**src/design/dprx_pkg.sv**
```systemverilog
package dprx_pkg;

    // Symbols per clock on the lane
    localparam int SPL = 2;

    // K flag above the byte
    typedef logic [8:0] sym_t;

    // Scrambler reset in SST
    localparam sym_t SYM_K28_0 = 9'h11C;
    // BS, also scrambler reset in MST
    localparam sym_t SYM_K28_5 = 9'h1BC;

    // MST control index table
    localparam sym_t SYM_K23_7 = 9'h1F7;
    localparam sym_t SYM_K27_7 = 9'h1FB;
    localparam sym_t SYM_K28_2 = 9'h15C;
    localparam sym_t SYM_K28_3 = 9'h17C;
    localparam sym_t SYM_K28_6 = 9'h1DC;
    localparam sym_t SYM_K29_7 = 9'h1FD;
    localparam sym_t SYM_K30_7 = 9'h1FE;

    // LFSR restart value
    localparam logic [15:0] LFSR_SEED = 16'hFFFF;

    // One link beat
    typedef struct packed {
        logic               lock;
        sym_t [SPL-1:0]     sym;
    } lnk_beat_t;

    // Watchdog reload, short enough for simulation
    localparam int WDG_LOAD = 511;
    localparam int WDG_W    = $clog2(WDG_LOAD + 1);

    // SR event counter width
    localparam int SR_CNT_W = 16;

    // APB request
    typedef struct packed {
        logic               psel;
        logic               penable;
        logic               pwrite;
        logic [7:0]         paddr;
        logic [31:0]        pwdata;
    } apb_req_t;

    // APB response
    typedef struct packed {
        logic [31:0]        prdata;
        logic               pready;
        logic               pslverr;
    } apb_rsp_t;

    // Register map
    localparam logic [7:0] REG_CTRL   = 8'h00;
    localparam logic [7:0] REG_STATUS = 8'h04;
    localparam logic [7:0] REG_SR_CNT = 8'h08;

    // Lock FSM states
    typedef enum logic [1:0] {
        ST_DISABLED,
        ST_HUNT,
        ST_LOCKED
    } lock_state_t;

endpackage

```
**src/design/dprx_sr_watchdog.sv**
```systemverilog
`timescale 1ns/1ps

module dprx_sr_watchdog
(
    input  logic    CLK_IN,
    input  logic    RST_IN,
    input  logic    load,
    input  logic    run,
    output logic    expired
);

    import dprx_pkg::*;

    logic [WDG_W-1:0] cnt;

    // Down counter, stops at zero
    always_ff @(posedge CLK_IN or posedge RST_IN)
    begin
        if (RST_IN)
            cnt <= '0;
        // Reload wins over hold
        else if (load)
            cnt <= WDG_W'(WDG_LOAD);
        // Parked at zero while idle
        else if (!run)
            cnt <= '0;
        else if (!expired)
            cnt <= cnt - 1'b1;
    end

    assign expired = (cnt == '0);

endmodule

```
**src/design/dprx_lock_fsm.sv**
```systemverilog
`timescale 1ns/1ps

module dprx_lock_fsm
(
    input  logic    CLK_IN,
    input  logic    RST_IN,
    input  logic    en,
    input  logic    in_lock,
    input  logic    sr_seen,
    input  logic    expired,
    output logic    wdg_load,
    output logic    wdg_run,
    output logic    lock,
    output logic    lost_pulse
);

    import dprx_pkg::*;

    lock_state_t    state;
    lock_state_t    state_nxt;
    logic           lost_nxt;

    // SR with input lock reloads the watchdog, in hunt or locked
    assign wdg_load = sr_seen && in_lock && (state != ST_DISABLED);
    assign wdg_run  = (state == ST_LOCKED) && in_lock;

    // Disabled reports locked, hunt does not
    assign lock = (state != ST_HUNT);

    always_comb
    begin
        state_nxt = state;
        lost_nxt  = 1'b0;
        if (!en)
            state_nxt = ST_DISABLED;
        else
        begin
            case (state)
                ST_DISABLED : state_nxt = ST_HUNT;
                ST_HUNT :
                begin
                    if (sr_seen && in_lock)
                        state_nxt = ST_LOCKED;
                end
                ST_LOCKED :
                begin
                    // Lane lost or no SR before timeout
                    if (!in_lock || (!sr_seen && expired))
                    begin
                        state_nxt = ST_HUNT;
                        lost_nxt  = 1'b1;
                    end
                end
                default : state_nxt = ST_HUNT;
            endcase
        end
    end

    // Reset parks in hunt so lock stays low until the first clock
    always_ff @(posedge CLK_IN or posedge RST_IN)
    begin
        if (RST_IN)
        begin
            state      <= ST_HUNT;
            lost_pulse <= 1'b0;
        end
        else
        begin
            state      <= state_nxt;
            lost_pulse <= lost_nxt;
        end
    end

endmodule

```
**src/design/dprx_apb_regs.sv**
```systemverilog
`timescale 1ns/1ps

module dprx_apb_regs
(
    input  logic                    CLK_IN,
    input  logic                    RST_IN,
    input  dprx_pkg::apb_req_t      apb_req,
    output dprx_pkg::apb_rsp_t      apb_rsp,
    input  logic                    sr_seen,
    input  logic                    lock,
    input  logic                    lost_pulse,
    output logic                    en,
    output logic                    mst
);

    import dprx_pkg::*;

    logic                   access;
    logic                   addr_hit;
    logic                   wr_en;
    logic                   lost_clr;
    logic                   lost;
    logic [SR_CNT_W-1:0]    sr_cnt;

    // Access phase only, no wait states
    assign access   = apb_req.psel && apb_req.penable;
    assign addr_hit = apb_req.paddr inside {REG_CTRL, REG_STATUS, REG_SR_CNT};
    assign wr_en    = access && apb_req.pwrite && addr_hit;

    // Write one to clear
    assign lost_clr = wr_en && (apb_req.paddr == REG_STATUS) && apb_req.pwdata[1];

    // Control register
    always_ff @(posedge CLK_IN or posedge RST_IN)
    begin
        if (RST_IN)
        begin
            en  <= 1'b0;
            mst <= 1'b0;
        end
        else if (wr_en && (apb_req.paddr == REG_CTRL))
        begin
            en  <= apb_req.pwdata[0];
            mst <= apb_req.pwdata[1];
        end
    end

    // Sticky lost, set beats clear
    always_ff @(posedge CLK_IN or posedge RST_IN)
    begin
        if (RST_IN)
            lost <= 1'b0;
        else if (lost_pulse)
            lost <= 1'b1;
        else if (lost_clr)
            lost <= 1'b0;
    end

    // SR events, saturating
    always_ff @(posedge CLK_IN or posedge RST_IN)
    begin
        if (RST_IN)
            sr_cnt <= '0;
        else if (sr_seen && !(&sr_cnt))
            sr_cnt <= sr_cnt + 1'b1;
    end

    // Read mux
    always_comb
    begin
        apb_rsp.prdata = '0;
        if (access && !apb_req.pwrite)
        begin
            case (apb_req.paddr)
                REG_CTRL   : apb_rsp.prdata = {30'b0, mst, en};
                REG_STATUS : apb_rsp.prdata = {30'b0, lost, lock};
                REG_SR_CNT : apb_rsp.prdata = {{(32-SR_CNT_W){1'b0}}, sr_cnt};
                default    : apb_rsp.prdata = '0;
            endcase
        end
        apb_rsp.pready  = 1'b1;
        // Unmapped address
        apb_rsp.pslverr = access && !addr_hit;
    end

endmodule

```
**src/design/dprx_descrambler.sv**
```systemverilog
`timescale 1ns/1ps

module dprx_descrambler
(
    input  logic                    CLK_IN,
    input  logic                    RST_IN,
    input  logic                    en,
    input  logic                    mst,
    input  logic                    lock,
    input  dprx_pkg::lnk_beat_t     lnk_in,
    output dprx_pkg::lnk_beat_t     lnk_out,
    output logic                    sr_seen
);

    import dprx_pkg::*;

    // Advance the scrambler by one byte, Galois form, 8 single shifts
    function automatic logic [15:0] lfsr_step(input logic [15:0] s);
        logic [15:0] n;
        logic        fb;
        n = s;
        for (int b = 0; b < 8; b++)
        begin
            fb = n[15];
            // Taps at x5, x4 and x3
            n  = {n[14:0], fb} ^ {10'b0, fb, fb, fb, 3'b0};
        end
        return n;
    endfunction

    // Key byte is the high byte, bit order reversed
    function automatic logic [7:0] key_byte(input logic [15:0] s);
        logic [7:0] k;
        for (int j = 0; j < 8; j++)
        begin
            k[j] = s[15-j];
        end
        return k;
    endfunction

    // Control symbol to table index, top bit flags a hit
    function automatic logic [3:0] ctl_index(input sym_t s);
        case (s)
            SYM_K23_7 : return 4'b1_000;
            SYM_K27_7 : return 4'b1_001;
            SYM_K28_0 : return 4'b1_010;
            SYM_K28_2 : return 4'b1_011;
            SYM_K28_3 : return 4'b1_100;
            SYM_K28_6 : return 4'b1_101;
            SYM_K29_7 : return 4'b1_110;
            SYM_K30_7 : return 4'b1_111;
            default   : return 4'b0_000;
        endcase
    endfunction

    // Table index back to control symbol
    function automatic sym_t ctl_symbol(input logic [2:0] idx);
        case (idx)
            3'd0    : return SYM_K23_7;
            3'd1    : return SYM_K27_7;
            3'd2    : return SYM_K28_0;
            3'd3    : return SYM_K28_2;
            3'd4    : return SYM_K28_3;
            3'd5    : return SYM_K28_6;
            3'd6    : return SYM_K29_7;
            default : return SYM_K30_7;
        endcase
    endfunction

    logic [SPL-1:0]     sr_det;
    logic [15:0]        lfsr_sym [SPL];
    logic [15:0]        lfsr_q;
    logic               sr_last_q;
    sym_t [SPL-1:0]     sym_nxt;

    // SR code depends on mode
    always_comb
    begin
        for (int i = 0; i < SPL; i++)
        begin
            sr_det[i] = (lnk_in.sym[i] == (mst ? SYM_K28_5 : SYM_K28_0));
        end
    end

    assign sr_seen = |sr_det;

    // LFSR chain and per-symbol output
    always_comb
    begin : chain
        logic [15:0] st;
        logic        rst;
        logic [3:0]  ctl;
        sym_t        s;
        st  = lfsr_q;
        // SR in last slot of previous beat restarts slot 0
        rst = sr_last_q;
        for (int i = 0; i < SPL; i++)
        begin
            lfsr_sym[i] = rst ? LFSR_SEED : lfsr_step(st);
            st          = lfsr_sym[i];
            rst         = sr_det[i];

            s   = lnk_in.sym[i];
            ctl = ctl_index(s);
            if (s[8])
            begin
                // MST control recovery through the index table
                if (en && mst && ctl[3])
                    sym_nxt[i] = ctl_symbol(ctl[2:0] ^
                                 {lfsr_sym[i][13], lfsr_sym[i][14], lfsr_sym[i][15]});
                // SST SR shows up as BS
                else if (!mst && (s == SYM_K28_0))
                    sym_nxt[i] = SYM_K28_5;
                else
                    sym_nxt[i] = s;
            end
            // Data byte
            else if (en)
                sym_nxt[i] = {1'b0, s[7:0] ^ key_byte(lfsr_sym[i])};
            else
                sym_nxt[i] = s;
        end
    end

    // LFSR state carried between beats, output beat registered
    always_ff @(posedge CLK_IN or posedge RST_IN)
    begin
        if (RST_IN)
        begin
            lfsr_q    <= LFSR_SEED;
            sr_last_q <= 1'b0;
            lnk_out   <= '0;
        end
        else
        begin
            lfsr_q       <= lfsr_sym[SPL-1];
            sr_last_q    <= sr_det[SPL-1];
            lnk_out.lock <= lock;
            lnk_out.sym  <= sym_nxt;
        end
    end

endmodule

```
**src/design/dprx_scrm_top.sv**
```systemverilog
`timescale 1ns/1ps

module dprx_scrm_top
(
    input  logic                    CLK_IN,
    input  logic                    RST_IN,
    input  dprx_pkg::apb_req_t      apb_req,
    output dprx_pkg::apb_rsp_t      apb_rsp,
    input  dprx_pkg::lnk_beat_t     lnk_in,
    output dprx_pkg::lnk_beat_t     lnk_out,
    output logic                    lock
);

    logic   en;
    logic   mst;
    logic   sr_seen;
    logic   lost_pulse;
    logic   wdg_load;
    logic   wdg_run;
    logic   expired;

    // Register block
    dprx_apb_regs u_regs
    (
        .CLK_IN     (CLK_IN),
        .RST_IN     (RST_IN),
        .apb_req    (apb_req),
        .apb_rsp    (apb_rsp),
        .sr_seen    (sr_seen),
        .lock       (lock),
        .lost_pulse (lost_pulse),
        .en         (en),
        .mst        (mst)
    );

    // Lock tracking, input lock comes with the beat
    dprx_lock_fsm u_fsm
    (
        .CLK_IN     (CLK_IN),
        .RST_IN     (RST_IN),
        .en         (en),
        .in_lock    (lnk_in.lock),
        .sr_seen    (sr_seen),
        .expired    (expired),
        .wdg_load   (wdg_load),
        .wdg_run    (wdg_run),
        .lock       (lock),
        .lost_pulse (lost_pulse)
    );

    // SR timeout
    dprx_sr_watchdog u_wdg
    (
        .CLK_IN     (CLK_IN),
        .RST_IN     (RST_IN),
        .load       (wdg_load),
        .run        (wdg_run),
        .expired    (expired)
    );

    // Datapath
    dprx_descrambler u_dscr
    (
        .CLK_IN     (CLK_IN),
        .RST_IN     (RST_IN),
        .en         (en),
        .mst        (mst),
        .lock       (lock),
        .lnk_in     (lnk_in),
        .lnk_out    (lnk_out),
        .sr_seen    (sr_seen)
    );

endmodule

```
**config.mk**
```make
export PLATFORM = sky130hd
export DESIGN_NAME = dprx_scrm_top
export DESIGN_NICKNAME = d
export VERILOG_FILES = /design/src/design/dprx_pkg.sv /design/src/design/dprx_sr_watchdog.sv /design/src/design/dprx_lock_fsm.sv /design/src/design/dprx_apb_regs.sv /design/src/design/dprx_descrambler.sv /design/src/design/dprx_scrm_top.sv
export SDC_FILE = /design/constraint.sdc
export NUM_CORES = 1
export LEC_CHECK = 0
export BUFFER_PORTS_ARGS = -buffer_cell sky130_fd_sc_hd__buf_4
export CELL_PAD_IN_SITES_DETAIL_PLACEMENT = 1
export CELL_PAD_IN_SITES_GLOBAL_PLACEMENT = 1
export CORE_MARGIN = 2
export CORE_UTILIZATION = 43
export DETAILED_ROUTE_END_ITERATION = 16
export PLACE_DENSITY_LB_ADDON = 0.1
export SETUP_SLACK_MARGIN = 0.05
export SKIP_LAST_GASP = 1
export SYNTH_ARGS = -nofsm -noshare
export SYNTH_HDL_FRONTEND = slang
export SYNTH_SLANG_ARGS = --single-unit
export TNS_END_PERCENT = 1
```
**constraint.sdc**
```tcl
create_clock -name CLK_IN -period 3.5 [get_ports CLK_IN]
set_input_delay 0.35 -clock CLK_IN [delete_from_list [all_inputs] [get_ports CLK_IN]]
set_output_delay 0.35 -clock CLK_IN [all_outputs]
set_load 0.02 [all_outputs]
```
==> key figures, run 1 <==
Run status
  • Status: finished, final reports clean

Global route
  • Largest net degree at the start of global routing: 33
  • Vias in the first global route: roughly 3900
  • Overall routing resource usage: 0.225
  • First-pass GRT wire length: 19900 um
  • GRT overflow: 0
  • Initial antenna violation count: 0

STA
  • Final setup vio count: 0
  • Hold_ws: 0.193 ns
  • TNS Setup: 0 ns
  • Skew final: 0.0108 ns
  • Rel. slew slack: 0.515
  • Slew Limit Fails: 0
  • Final Hold Vio Count: 0
  • Tmin final: 2.49 ns
  • Slew @ Worst Pin: 0.722 ns
  • RSZ-0062 raised after global routing: no
  • Max frequency: roughly 400 MHz
  • Fin crit share: 0.712

Job
  • Max Cap Viol: 0

Placement
  • Buffers on Ports: 70
  • Routability cong.: 0.831
  • DP HPWL: between 8000 and 9000 um
  • Inst Count DP: between 600 and 700

Synth
  • Post-synthesis cell type count: 71
  • Synth Area per Inst: ~9.4 um^2
  • Post-synth EDFFs: 0
  • Asr flop ratio synth: 1.00
  • Mapped Area: about 0.0045 mm^2
  • Synth warnings: 0
  • Sequential area share after synthesis: 0.376
  • Cell count after synthesis: slightly below 500
  • #FFs+latches synth: 67
  • Main synth FF type: dfrtp_1

Clocking
  • Clock buffer depth: 2
  • Htree depth: 3
  • TritonCTS sink count: 67
  • Post-CTS Setup Inserts: 0
  • CTS tree: yes
  • Root Buffer: clkbuf_8
  • Worst-Skew Late Latency: ~0.36 ns
  • CTS resizes: 0
  • Clock slew at reported path FFs: 0.08 ns
  • CTS Buf Count: 9

Layout
  • Fraction of layout cells with a size suffix above 1: 0.248
  • Final #Nets: between 600 and 700
  • Register area: 0.00170 mm^2
  • Area occupied by multi-input gates: 0.00258 mm^2
  • Ant. Diodes: 0
  • Filler cell count: around 1200
  • Most frequent cells in the layout: buf_4, dfrtp_1, xnor2_1
  • Final core utilization: 0.516
  • Commonest non-fill, non-tap cell in the layout: buf_4
  • Synth-to-Final Area Change: 17.4%
  • Final cell count without fillers: 685

Power and ir drop
  • Combinational cell fraction of total power: 0.579
  • Total power: a little under 5 mW
  • Max IR drop VDD: 388 uV
  • Flop pwr share: 0.262
  • Internal: 2.83 mW
  • Psw: ~2.0 mW
  • Clock network fraction of total power: 0.159
  • Pwr Density: roughly 920 mW/mm^2
  • Switch share: 0.417
  • Leak: 2.38 nW

Hold path
  • Hold Path Class: in -> reg

Setup path
  • Worst endpoint required time: 3.79 ns
  • Critical path class: reg -> reg
  • Worst endpoint data arrival time: 2.78 ns
  • CP Max Fanout: 11
  • Critical Path End Type: register
  • Worst R2R Setup Slack: between 1 and 1.5 ns
  • CP Launch Type: register

Route
  • Routed Antenna Nets: 0
  • DR DRC count: 0
  • Final wirelength: 11900 um
  • WL/cell: around 17 um
  • Vias/cell: 5.37
  • TritonRoute pass-1 iters: 4
  • Via count: 3680
  • 1st-iter DRT viols: 121

Floorplan
  • Placeable Area: between 0.01 and 0.015 mm^2
  • # IOs: roughly 120
  • Die width: 106 um
  • Row count: 37
  • Die area: about 0.011 mm^2
  • Initial core utilization: 0.439
  • Die height: ~110 um
[critical path, cell delays in order (launching register included)]
cell and delay (ns):
dfrtp_1 0.54, or3_4 0.44, a2111oi_4 0.42, nor2_2 0.16, or3_1 0.55, nor2_2 0.16
xor2_1 0.14
[metal layers]
layer | vias to the layer above | global-route usage | share of wire
li1 | 1767 | - | -
met4 | 0 | 0.0779 | 0.016
met2 | 94 | 0.387 | 0.49
met3 | 14 | 0.0460 | 0.041
met1 | 1805 | 0.281 | 0.45
met5 | - | 0 | 0
[per-stage QoR]
stage	area [um^2]	worst slack [ns]
after detailed placement	5050	1.03
after global placement	5050	1.07
after global routing	5300	0.819
final	5300	1.01
after floorplan	4570	1.40
after CTS	5300	1.01
[Yosys cell counts (3+ instances only)]
| cell type | count | area share |
|---|---|---|
| xor2_1 | 31 | 0.060 |
| nand3b_1 | 3 | 0.0050 |
| nor3_1 | 13 | 0.014 |
| nor2_1 | 26 | 0.022 |
| or2_2 | 4 | 0.0055 |
| and3_1 | 8 | 0.011 |
| buf_4 | 17 | 0.028 |
| nor4b_1 | 4 | 0.0078 |
| a31oi_1 | 3 | 0.0042 |
| nand2_1 | 30 | 0.025 |
| nor2b_1 | 6 | 0.0083 |
| a211o_1 | 3 | 0.0058 |
| a21oi_1 | 13 | 0.014 |
| inv_1 | 15 | 0.012 |
| o21ai_0 | 27 | 0.030 |
| dfstp_2 | 17 | 0.099 |
| and2_1 | 23 | 0.032 |
| dfrtp_1 | 50 | 0.28 |
| nand4_1 | 12 | 0.017 |
| clkbuf_1 | 8 | 0.0067 |
| mux2i_1 | 5 | 0.011 |
| and4_1 | 5 | 0.0097 |
| nor2_2 | 4 | 0.0055 |
| o21ai_1 | 4 | 0.0044 |
| or3_1 | 7 | 0.0097 |
| xnor2_1 | 49 | 0.095 |
| and3b_1 | 3 | 0.0058 |
| nand3_1 | 13 | 0.014 |
| nand2b_1 | 4 | 0.0055 |
| mux2_2 | 5 | 0.012 |
| nor4_1 | 5 | 0.0069 |
| buf_2 | 10 | 0.011 |
[what timing repair did]
item / CTS / global route
hold buffers: 1 / 0
hold endpoints to repair: 13 / 0
endpoints found under the setup margin: 0 / 0
[final timing paths]
| path | from | to | cells past startpoint |
|---|---|---|---|
| min | lnk_in[18] | u_fsm.lost_pulse$_DFF_PP0_ | 2 |
| min in group asynchronous | RST_IN | u_regs.sr_cnt[5]$_DFFE_PP0P_ | 3 |
| max reg2reg | u_regs.mst$_DFFE_PP0P_ | u_regs.sr_cnt[10]$_DFFE_PP0P_ | 6 |
| min reg2reg | u_fsm.lost_pulse$_DFF_PP0_ | u_regs.lost$_DFFE_PP0P_ | 1 |
| max | u_regs.mst$_DFFE_PP0P_ | u_regs.sr_cnt[10]$_DFFE_PP0P_ | 6 |
| max in group asynchronous | RST_IN | u_dscr.lfsr_q[15]$_DFF_PP1_ | 4 |
[power by group through the flow]
stage	Clock [mW]	Sequential, mW	Combinational [mW]
6_report	0.770	1.27	2.81
2_1_floorplan	0	1.34	2.11
3_5_place_dp	0	1.29	2.79
3_3_place_gp	0	1.28	2.72
4_1_cts	0.793	1.28	2.82
5_1_grt	0.830	1.30	3.12
[flip-flops by register name, indices dropped and copies added (netlist names)]
name              flops
u_dscr.lnk_out       19
u_dscr.lfsr_q        16
u_regs.sr_cnt        16
u_wdg.cnt             9
u_fsm.state           2
u_dscr.sr_last_q      1
u_fsm.lost_pulse      1
u_regs.en             1
u_regs.lost           1
u_regs.mst            1
[final cells by class]
class                   instances  area share
well taps                     136      0.0321
flip-flops and latches         67       0.320
multi-input cells             377       0.487
inverters                      15      0.0106
clock inverters                 5      0.0158
repair buffers                 74       0.105
clock buffers                  11      0.0286
[cells by family (layout without fill, tap and decap cells)]
family,count (synthesis),after routing,share of synthesized area
XOR/XNOR,83,83,0.169
adder cells (fa/ha/maj),2,2,0.00554
other,2,17,0.00166
AND/OR/NAND/NOR,184,184,0.236
buffers and inverters,53,105,0.0646
AO/OA/AOI/OAI,81,81,0.124
multiplexers,10,10,0.0236
flip-flops,67,67,0.376
Power figures use the tool's default switching activity.
==> run 2: changes to the inputs <==
--- a/config.mk
+++ b/config.mk
@@ -9,7 +9,7 @@
 export CELL_PAD_IN_SITES_DETAIL_PLACEMENT = 1
 export CELL_PAD_IN_SITES_GLOBAL_PLACEMENT = 1
 export CORE_MARGIN = 2
-export CORE_UTILIZATION = 43
+export CORE_UTILIZATION = 36
 export DETAILED_ROUTE_END_ITERATION = 16
 export PLACE_DENSITY_LB_ADDON = 0.1
 export SETUP_SLACK_MARGIN = 0.05
==> constraint.sdc (replaced) <==
create_clock -name CLK_IN -period 2.27 [get_ports CLK_IN]
set_input_delay 0.227 -clock CLK_IN [delete_from_list [all_inputs] [get_ports CLK_IN]]
set_output_delay 0.227 -clock CLK_IN [all_outputs]
set_load 0.02 [all_outputs]
==> run 2 against run 1 <==
Effect of this change:
- cell area increased by 10%
- critical endpoint unchanged
- sequential share of layout area fell by 2.9 points
- flip-flop and latch count did not move
- worst setup slack got worse by 0.91 ns
- register-to-register slack lost 0.91 ns
- largest cell class unchanged
==> key figures, run 2 (synthesis results as in run 1) <==
Power and ir drop
  • Total power: 8.76 mW
  • Leak: 2.63 nW
  • Pwr Density: 1500 mW/mm^2
  • Max IR drop VDD: 879 uV

STA
  • Final Hold Vio Count: 0
  • Slew Limit Fails: 0
  • Slew @ Worst Pin: 0.574 ns
  • Final setup vio count: 0
  • Rel. slew slack: 0.613
  • Max frequency: 460 MHz
  • Final worst slack: 0.0939 ns
  • RSZ-0062 raised after global routing: yes
  • Tmin final: approximately 2.2 ns
  • Fin crit share: 0.959
  • Skew final: 0.00443 ns

Placement
  • Inst Count DP: 736
  • Pre-CTS WS: -0.232 ns
  • Buffers on Ports: 70
  • Area post-placement: between 0.005 and 0.006 mm^2
  • DP HPWL: 9390 um
  • Routability cong.: 0.841

Floorplan
  • # IOs: 118
  • Initial core utilization: 0.373
  • Row count: 40
  • Die width: 116 um
  • Die area: 0.0135 mm^2
  • Placeable Area: 0.0121 mm^2
  • Die height: 116 um

Setup path
  • Worst R2R Setup Slack: 0.09 ns
  • Critical Path End Type: register
  • CP Launch Type: register
  • CP Max Fanout: 6
  • Worst endpoint required time: 2.53 ns
  • Worst endpoint data arrival time: 2.44 ns
  • Critical path class: reg -> reg

Route
  • TritonRoute pass-1 iters: 4
  • Vias/cell: 5.05
  • Routed Antenna Nets: 0
  • 1st-iter DRT viols: 170
  • Final wirelength: 12400 um
  • DR DRC count: 0
  • WL/cell: 16.4 um
  • Via count: 3816

Global route
  • Initial antenna violation count: 0
  • First-pass GRT wire length: 20100 um
  • Largest net degree at the start of global routing: 46
  • GRT overflow: 0
  • Overall routing resource usage: 0.192
  • Vias in the first global route: ~3900

Layout
  • Largest reg by FF count: u_dscr.lnk_out
  • Fraction of layout cells with a size suffix above 1: 0.323
  • Final Cell Area: 0.00583 mm^2
  • Regs by FF count: u_dscr.lnk_out x19, u_dscr.lfsr_q x16, u_regs.sr_cnt x16
  • Synth-to-Final Area Change: 29.1%
  • Most frequent cells in the layout: buf_4, dfrtp_1, xnor2_1
  • Commonest non-fill, non-tap cell in the layout: buf_4
  • Final cell count without fillers: 756
  • Ant. Diodes: 0
  • Max reg flops: 19
  • Final #Nets: 649
  • Final core utilization: 0.481

Clocking
  • Clock slew at reported path FFs: 0.06 ns
  • Root Buffer: clkbuf_16
  • TritonCTS sink count: 67
  • CTS Buf Count: 9
  • Htree depth: 3
  • Worst-Skew Late Latency: 0.34 ns
  • CTS tree: yes
  • Clock buffer depth: 2

Hold path
  • Hold Path Class: in -> reg

Job
  • Max Cap Viol: 0

Run status
  • Status: finished, final reports clean
## run 2: final timing paths
kind | startpoint | end | cells after the start
worst min-delay path | lnk_in[18] | u_fsm.lost_pulse$_DFF_PP0_ | 2
worst min register to register | u_fsm.lost_pulse$_DFF_PP0_ | u_regs.lost$_DFFE_PP0P_ | 1
min in group asynchronous | RST_IN | u_dscr.lnk_out[3]$_DFF_PP0_ | 3
worst max register to register | u_regs.mst$_DFFE_PP0P_ | u_regs.sr_cnt[10]$_DFFE_PP0P_ | 6
max in group asynchronous | RST_IN | u_fsm.state[0]$_DFFE_PP1P_ | 4
worst max-delay path | u_regs.mst$_DFFE_PP0P_ | u_regs.sr_cnt[10]$_DFFE_PP0P_ | 6
## run 2: stage by stage
stage          TNS (ns)  hold slack [ns]
2_1_floorplan         0            0.258
3_3_place_gp     -0.216            0.317
3_5_place_dp     -0.352            0.318
4_1_cts          -0.176           0.0923
5_1_grt               0            0.105
6_report              0            0.101
## run 2: critical path: stages (launching register included)
cell	delay, ns
dfrtp_2	0.46
or3_4	0.40
a2111oi_4	0.40
nor2_4	0.12
or3_4	0.46
nor2_2	0.11
xor2_1	0.15
## run 2: layout make-up
cell class	count	area [um^2]
clock buffers	10	239
well taps	168	210
clock inverters	6	40.0
multi-input cells	377	2720
repair buffers	113	863
inverters	15	56.3
fillers	1379	6280
flip-flops and latches	67	1700
## run 2: power by group
group          internal [mW]  leakage [nW]  total [mW]  switching, mW
combinational           2.74          1.67        5.49           2.74
clock                  0.769         0.139        1.33          0.558
sequential              1.71         0.822        1.94          0.237
total                   5.22          2.63        8.76           3.54
## run 2: per-layer routing
layer  vias up  share of wire  GRT usage  wire length (um)
met5         -              0          0                 0
met4         0          0.012     0.0516               143
met3        10          0.045     0.0377               553
met2        95           0.46      0.311              5730
met1      1863           0.48      0.263              5960
li1       1848              -          -                 -
## run 2: repair_timing
item / in CTS / in global routing
resized for setup: 4 / 22
endpoints found under the hold margin: 22 / 0
buffers inserted: 0 / 3
hold buffers: 1 / 0
endpoints found under the setup margin: 8 / 32
pin swaps: 0 / 7
==> run 3: changes to the inputs <==
--- a/config.mk
+++ b/config.mk
@@ -11,7 +11,8 @@
 export CORE_MARGIN = 2
 export CORE_UTILIZATION = 36
 export DETAILED_ROUTE_END_ITERATION = 16
-export PLACE_DENSITY_LB_ADDON = 0.1
+export PLACE_DENSITY_LB_ADDON = 0.15
+export REMOVE_ABC_BUFFERS = 1
 export SETUP_SLACK_MARGIN = 0.05
 export SKIP_LAST_GASP = 1
 export SYNTH_ARGS = -nofsm -noshare
==> run 3 against run 2 <==
Effect of this change:
- worst setup slack better by 0.026 ns
- first-iteration DRC count is 46% lower
- hold slack better by 0.0055 ns
==> key figures, run 3 (synthesis results as in run 1) <==
Run status
  • Status: finished, final reports clean

Global route
  • GRT overflow: 0
  • Overall routing resource usage: 0.190
  • Vias in the first global route: 3932
  • First-pass GRT wire length: 19900 um
  • Largest net degree at the start of global routing: a little under 70
  • Initial antenna violation count: 0

Clocking
  • Htree depth: 3
  • CTS tree: yes
  • Root Buffer: clkbuf_16
  • CTS Buf Count: 9
  • Post-CTS Setup Inserts: 0
  • Worst-Skew Late Latency: roughly 0.33 ns
  • TritonCTS sink count: 67
  • Clock buffer depth: 2
  • Clock slew at reported path FFs: around 0.06 ns

Layout
  • Regs by FF count: u_dscr.lnk_out x19, u_dscr.lfsr_q x16, u_regs.sr_cnt x16
  • Largest reg by FF count: u_dscr.lnk_out
  • Ant. Diodes: 0
  • Max reg flops: 19
  • Fraction of layout cells with a size suffix above 1: 0.303
  • Most frequent cells in the layout: buf_4, dfrtp_1, xnor2_1
  • Final #Nets: 641
  • Synth-to-Final Area Change: 27.0%
  • Commonest non-fill, non-tap cell in the layout: buf_4

Setup path
  • Worst endpoint required time: 2.50 ns
  • Critical path's top delay family: simple AND/OR/NAND/NOR gates
  • CP Launch Type: register
  • Critical Path End Type: register
  • Slowest stage delay, CP: 0.40 ns
  • Most Frequent Cell on Critical Path: buf_4
  • Worst endpoint data arrival time: 2.38 ns
  • Critical path class: reg -> reg
  • CP Max Fanout: 4
  • Worst path slowest cell: dfrtp_1
  • CP Cell Sequence: buf_4 > and3_1 > o211a_4 > nor3_4 > buf_4 > buf_4 > xnor2_1 > nor3_1 > nor4_1
  • Crit path buf inv count: 3

STA
  • Rel. slew slack: 0.568
  • Skew final: between 0.006 and 0.007 ns
  • Hold_ws: 0.106 ns
  • Final setup vio count: 0
  • Max frequency: 465 MHz
  • Fin crit share: 0.947
  • Slew Limit Fails: 0
  • Tmin final: 2.15 ns
  • TNS Setup: 0 ns
  • Final worst slack: 0.120 ns
  • RSZ-0062 raised after global routing: yes
  • Slew @ Worst Pin: 0.641 ns
  • Final Hold Vio Count: 0

Hold path
  • Hold Path Class: in -> reg

Floorplan
  • Die height: 116 um
  • Die area: 0.0135 mm^2
  • Die width: ~120 um
  • Row count: 40
  • Initial core utilization: 0.373
  • Placeable Area: 0.0121 mm^2
  • # IOs: 118

Placement
  • Routability cong.: 0.873
  • DP HPWL: 9250 um
  • Pre-CTS WS: -0.0168 ns
  • Buffers on Ports: 70

Route
  • Via count: 3812
  • DR DRC count: 0
  • Routed Antenna Nets: 0
  • WL/cell: 16.3 um
  • 1st-iter DRT viols: between 90 and 100
  • Vias/cell: 5.10
  • TritonRoute pass-1 iters: 4
  • Final wirelength: approximately 12000 um

Power and ir drop
  • Leak: 2.59 nW
  • Pwr Density: ~1500 mW/mm^2
  • Max IR drop VDD: 811 uV

Job
  • Max Cap Viol: 0
==> run 3: layout make-up <==
| type | count | area, um^2 |
|---|---|---|
| well taps | 168 | 210 |
| clock buffers | 9 | 225 |
| clock inverters | 7 | 100 |
| multi-input cells | 377 | 2640 |
| repair buffers | 105 | 803 |
| flip-flops and latches | 67 | 1700 |
| fillers | 1392 | 6380 |
| inverters | 15 | 56.3 |
==> run 3: what timing repair did <==
action | CTS | global route
endpoints found under the setup margin | 7 | 13
pin swaps | 0 | 2
resized for setup | 1 | 12
hold buffers | 1 | 0
hold endpoints to repair | 28 | 0
==> run 3: per-stage QoR <==
stage / total power, mW / util / cells / instance area (um^2)
final: 8.53 / 0.474 / 748 / 5740
after CTS: 8.52 / 0.469 / 748 / 5680
after global routing: 9.16 / 0.474 / 748 / 5740
after floorplan: 5.25 / - / 459 / 4340
after global placement: 6.77 / 0.441 / 731 / 5340
after detailed placement: 6.89 / 0.441 / 731 / 5340
==> run 3: metal layers <==
layer  part of all wire  up-vias  track usage
li1                   -     1837            -
met1               0.45     1887        0.243
met2               0.50       75        0.333
met3              0.041       13       0.0309
met4              0.011        0       0.0516
met5                  0        -            0
==> run 3: report_power, final <==
group / internal [mW] / total, mW / leakage (nW) / switching (mW)
registers: 1.71 / 1.95 / 0.823 / 0.248
logic: 2.48 / 5.04 / 1.61 / 2.57
clock network: 0.969 / 1.53 / 0.160 / 0.562
==> run 3: worst paths after layout <==
path	start	end	slack, ns	cells after the start
max in group asynchronous	RST_IN	u_dscr.lfsr_q[5]$_DFF_PP1_	1.41	4
min reg2reg	u_fsm.lost_pulse$_DFF_PP0_	u_regs.lost$_DFFE_PP0P_	0.44	1
min	lnk_in[13]	u_dscr.lnk_out[13]$_DFF_PP0_	0.11	2
min in group asynchronous	RST_IN	u_dscr.lnk_out[1]$_DFF_PP0_	0.52	4
max	u_regs.mst$_DFFE_PP0P_	u_dscr.lnk_out[16]$_DFF_PP0_	0.12	9
max reg2reg	u_regs.mst$_DFFE_PP0P_	u_dscr.lnk_out[16]$_DFF_PP0_	0.12	9
==> run 3: worst reg2reg max path, stage by stage, from the launching register on <==
cell	delay, ns
dfrtp_1	0.40
buf_4	0.16
and3_1	0.19
o211a_4	0.27
nor3_4	0.21
buf_4	0.18
buf_4	0.10
xnor2_1	0.16
nor3_1	0.11
nor4_1	0.27
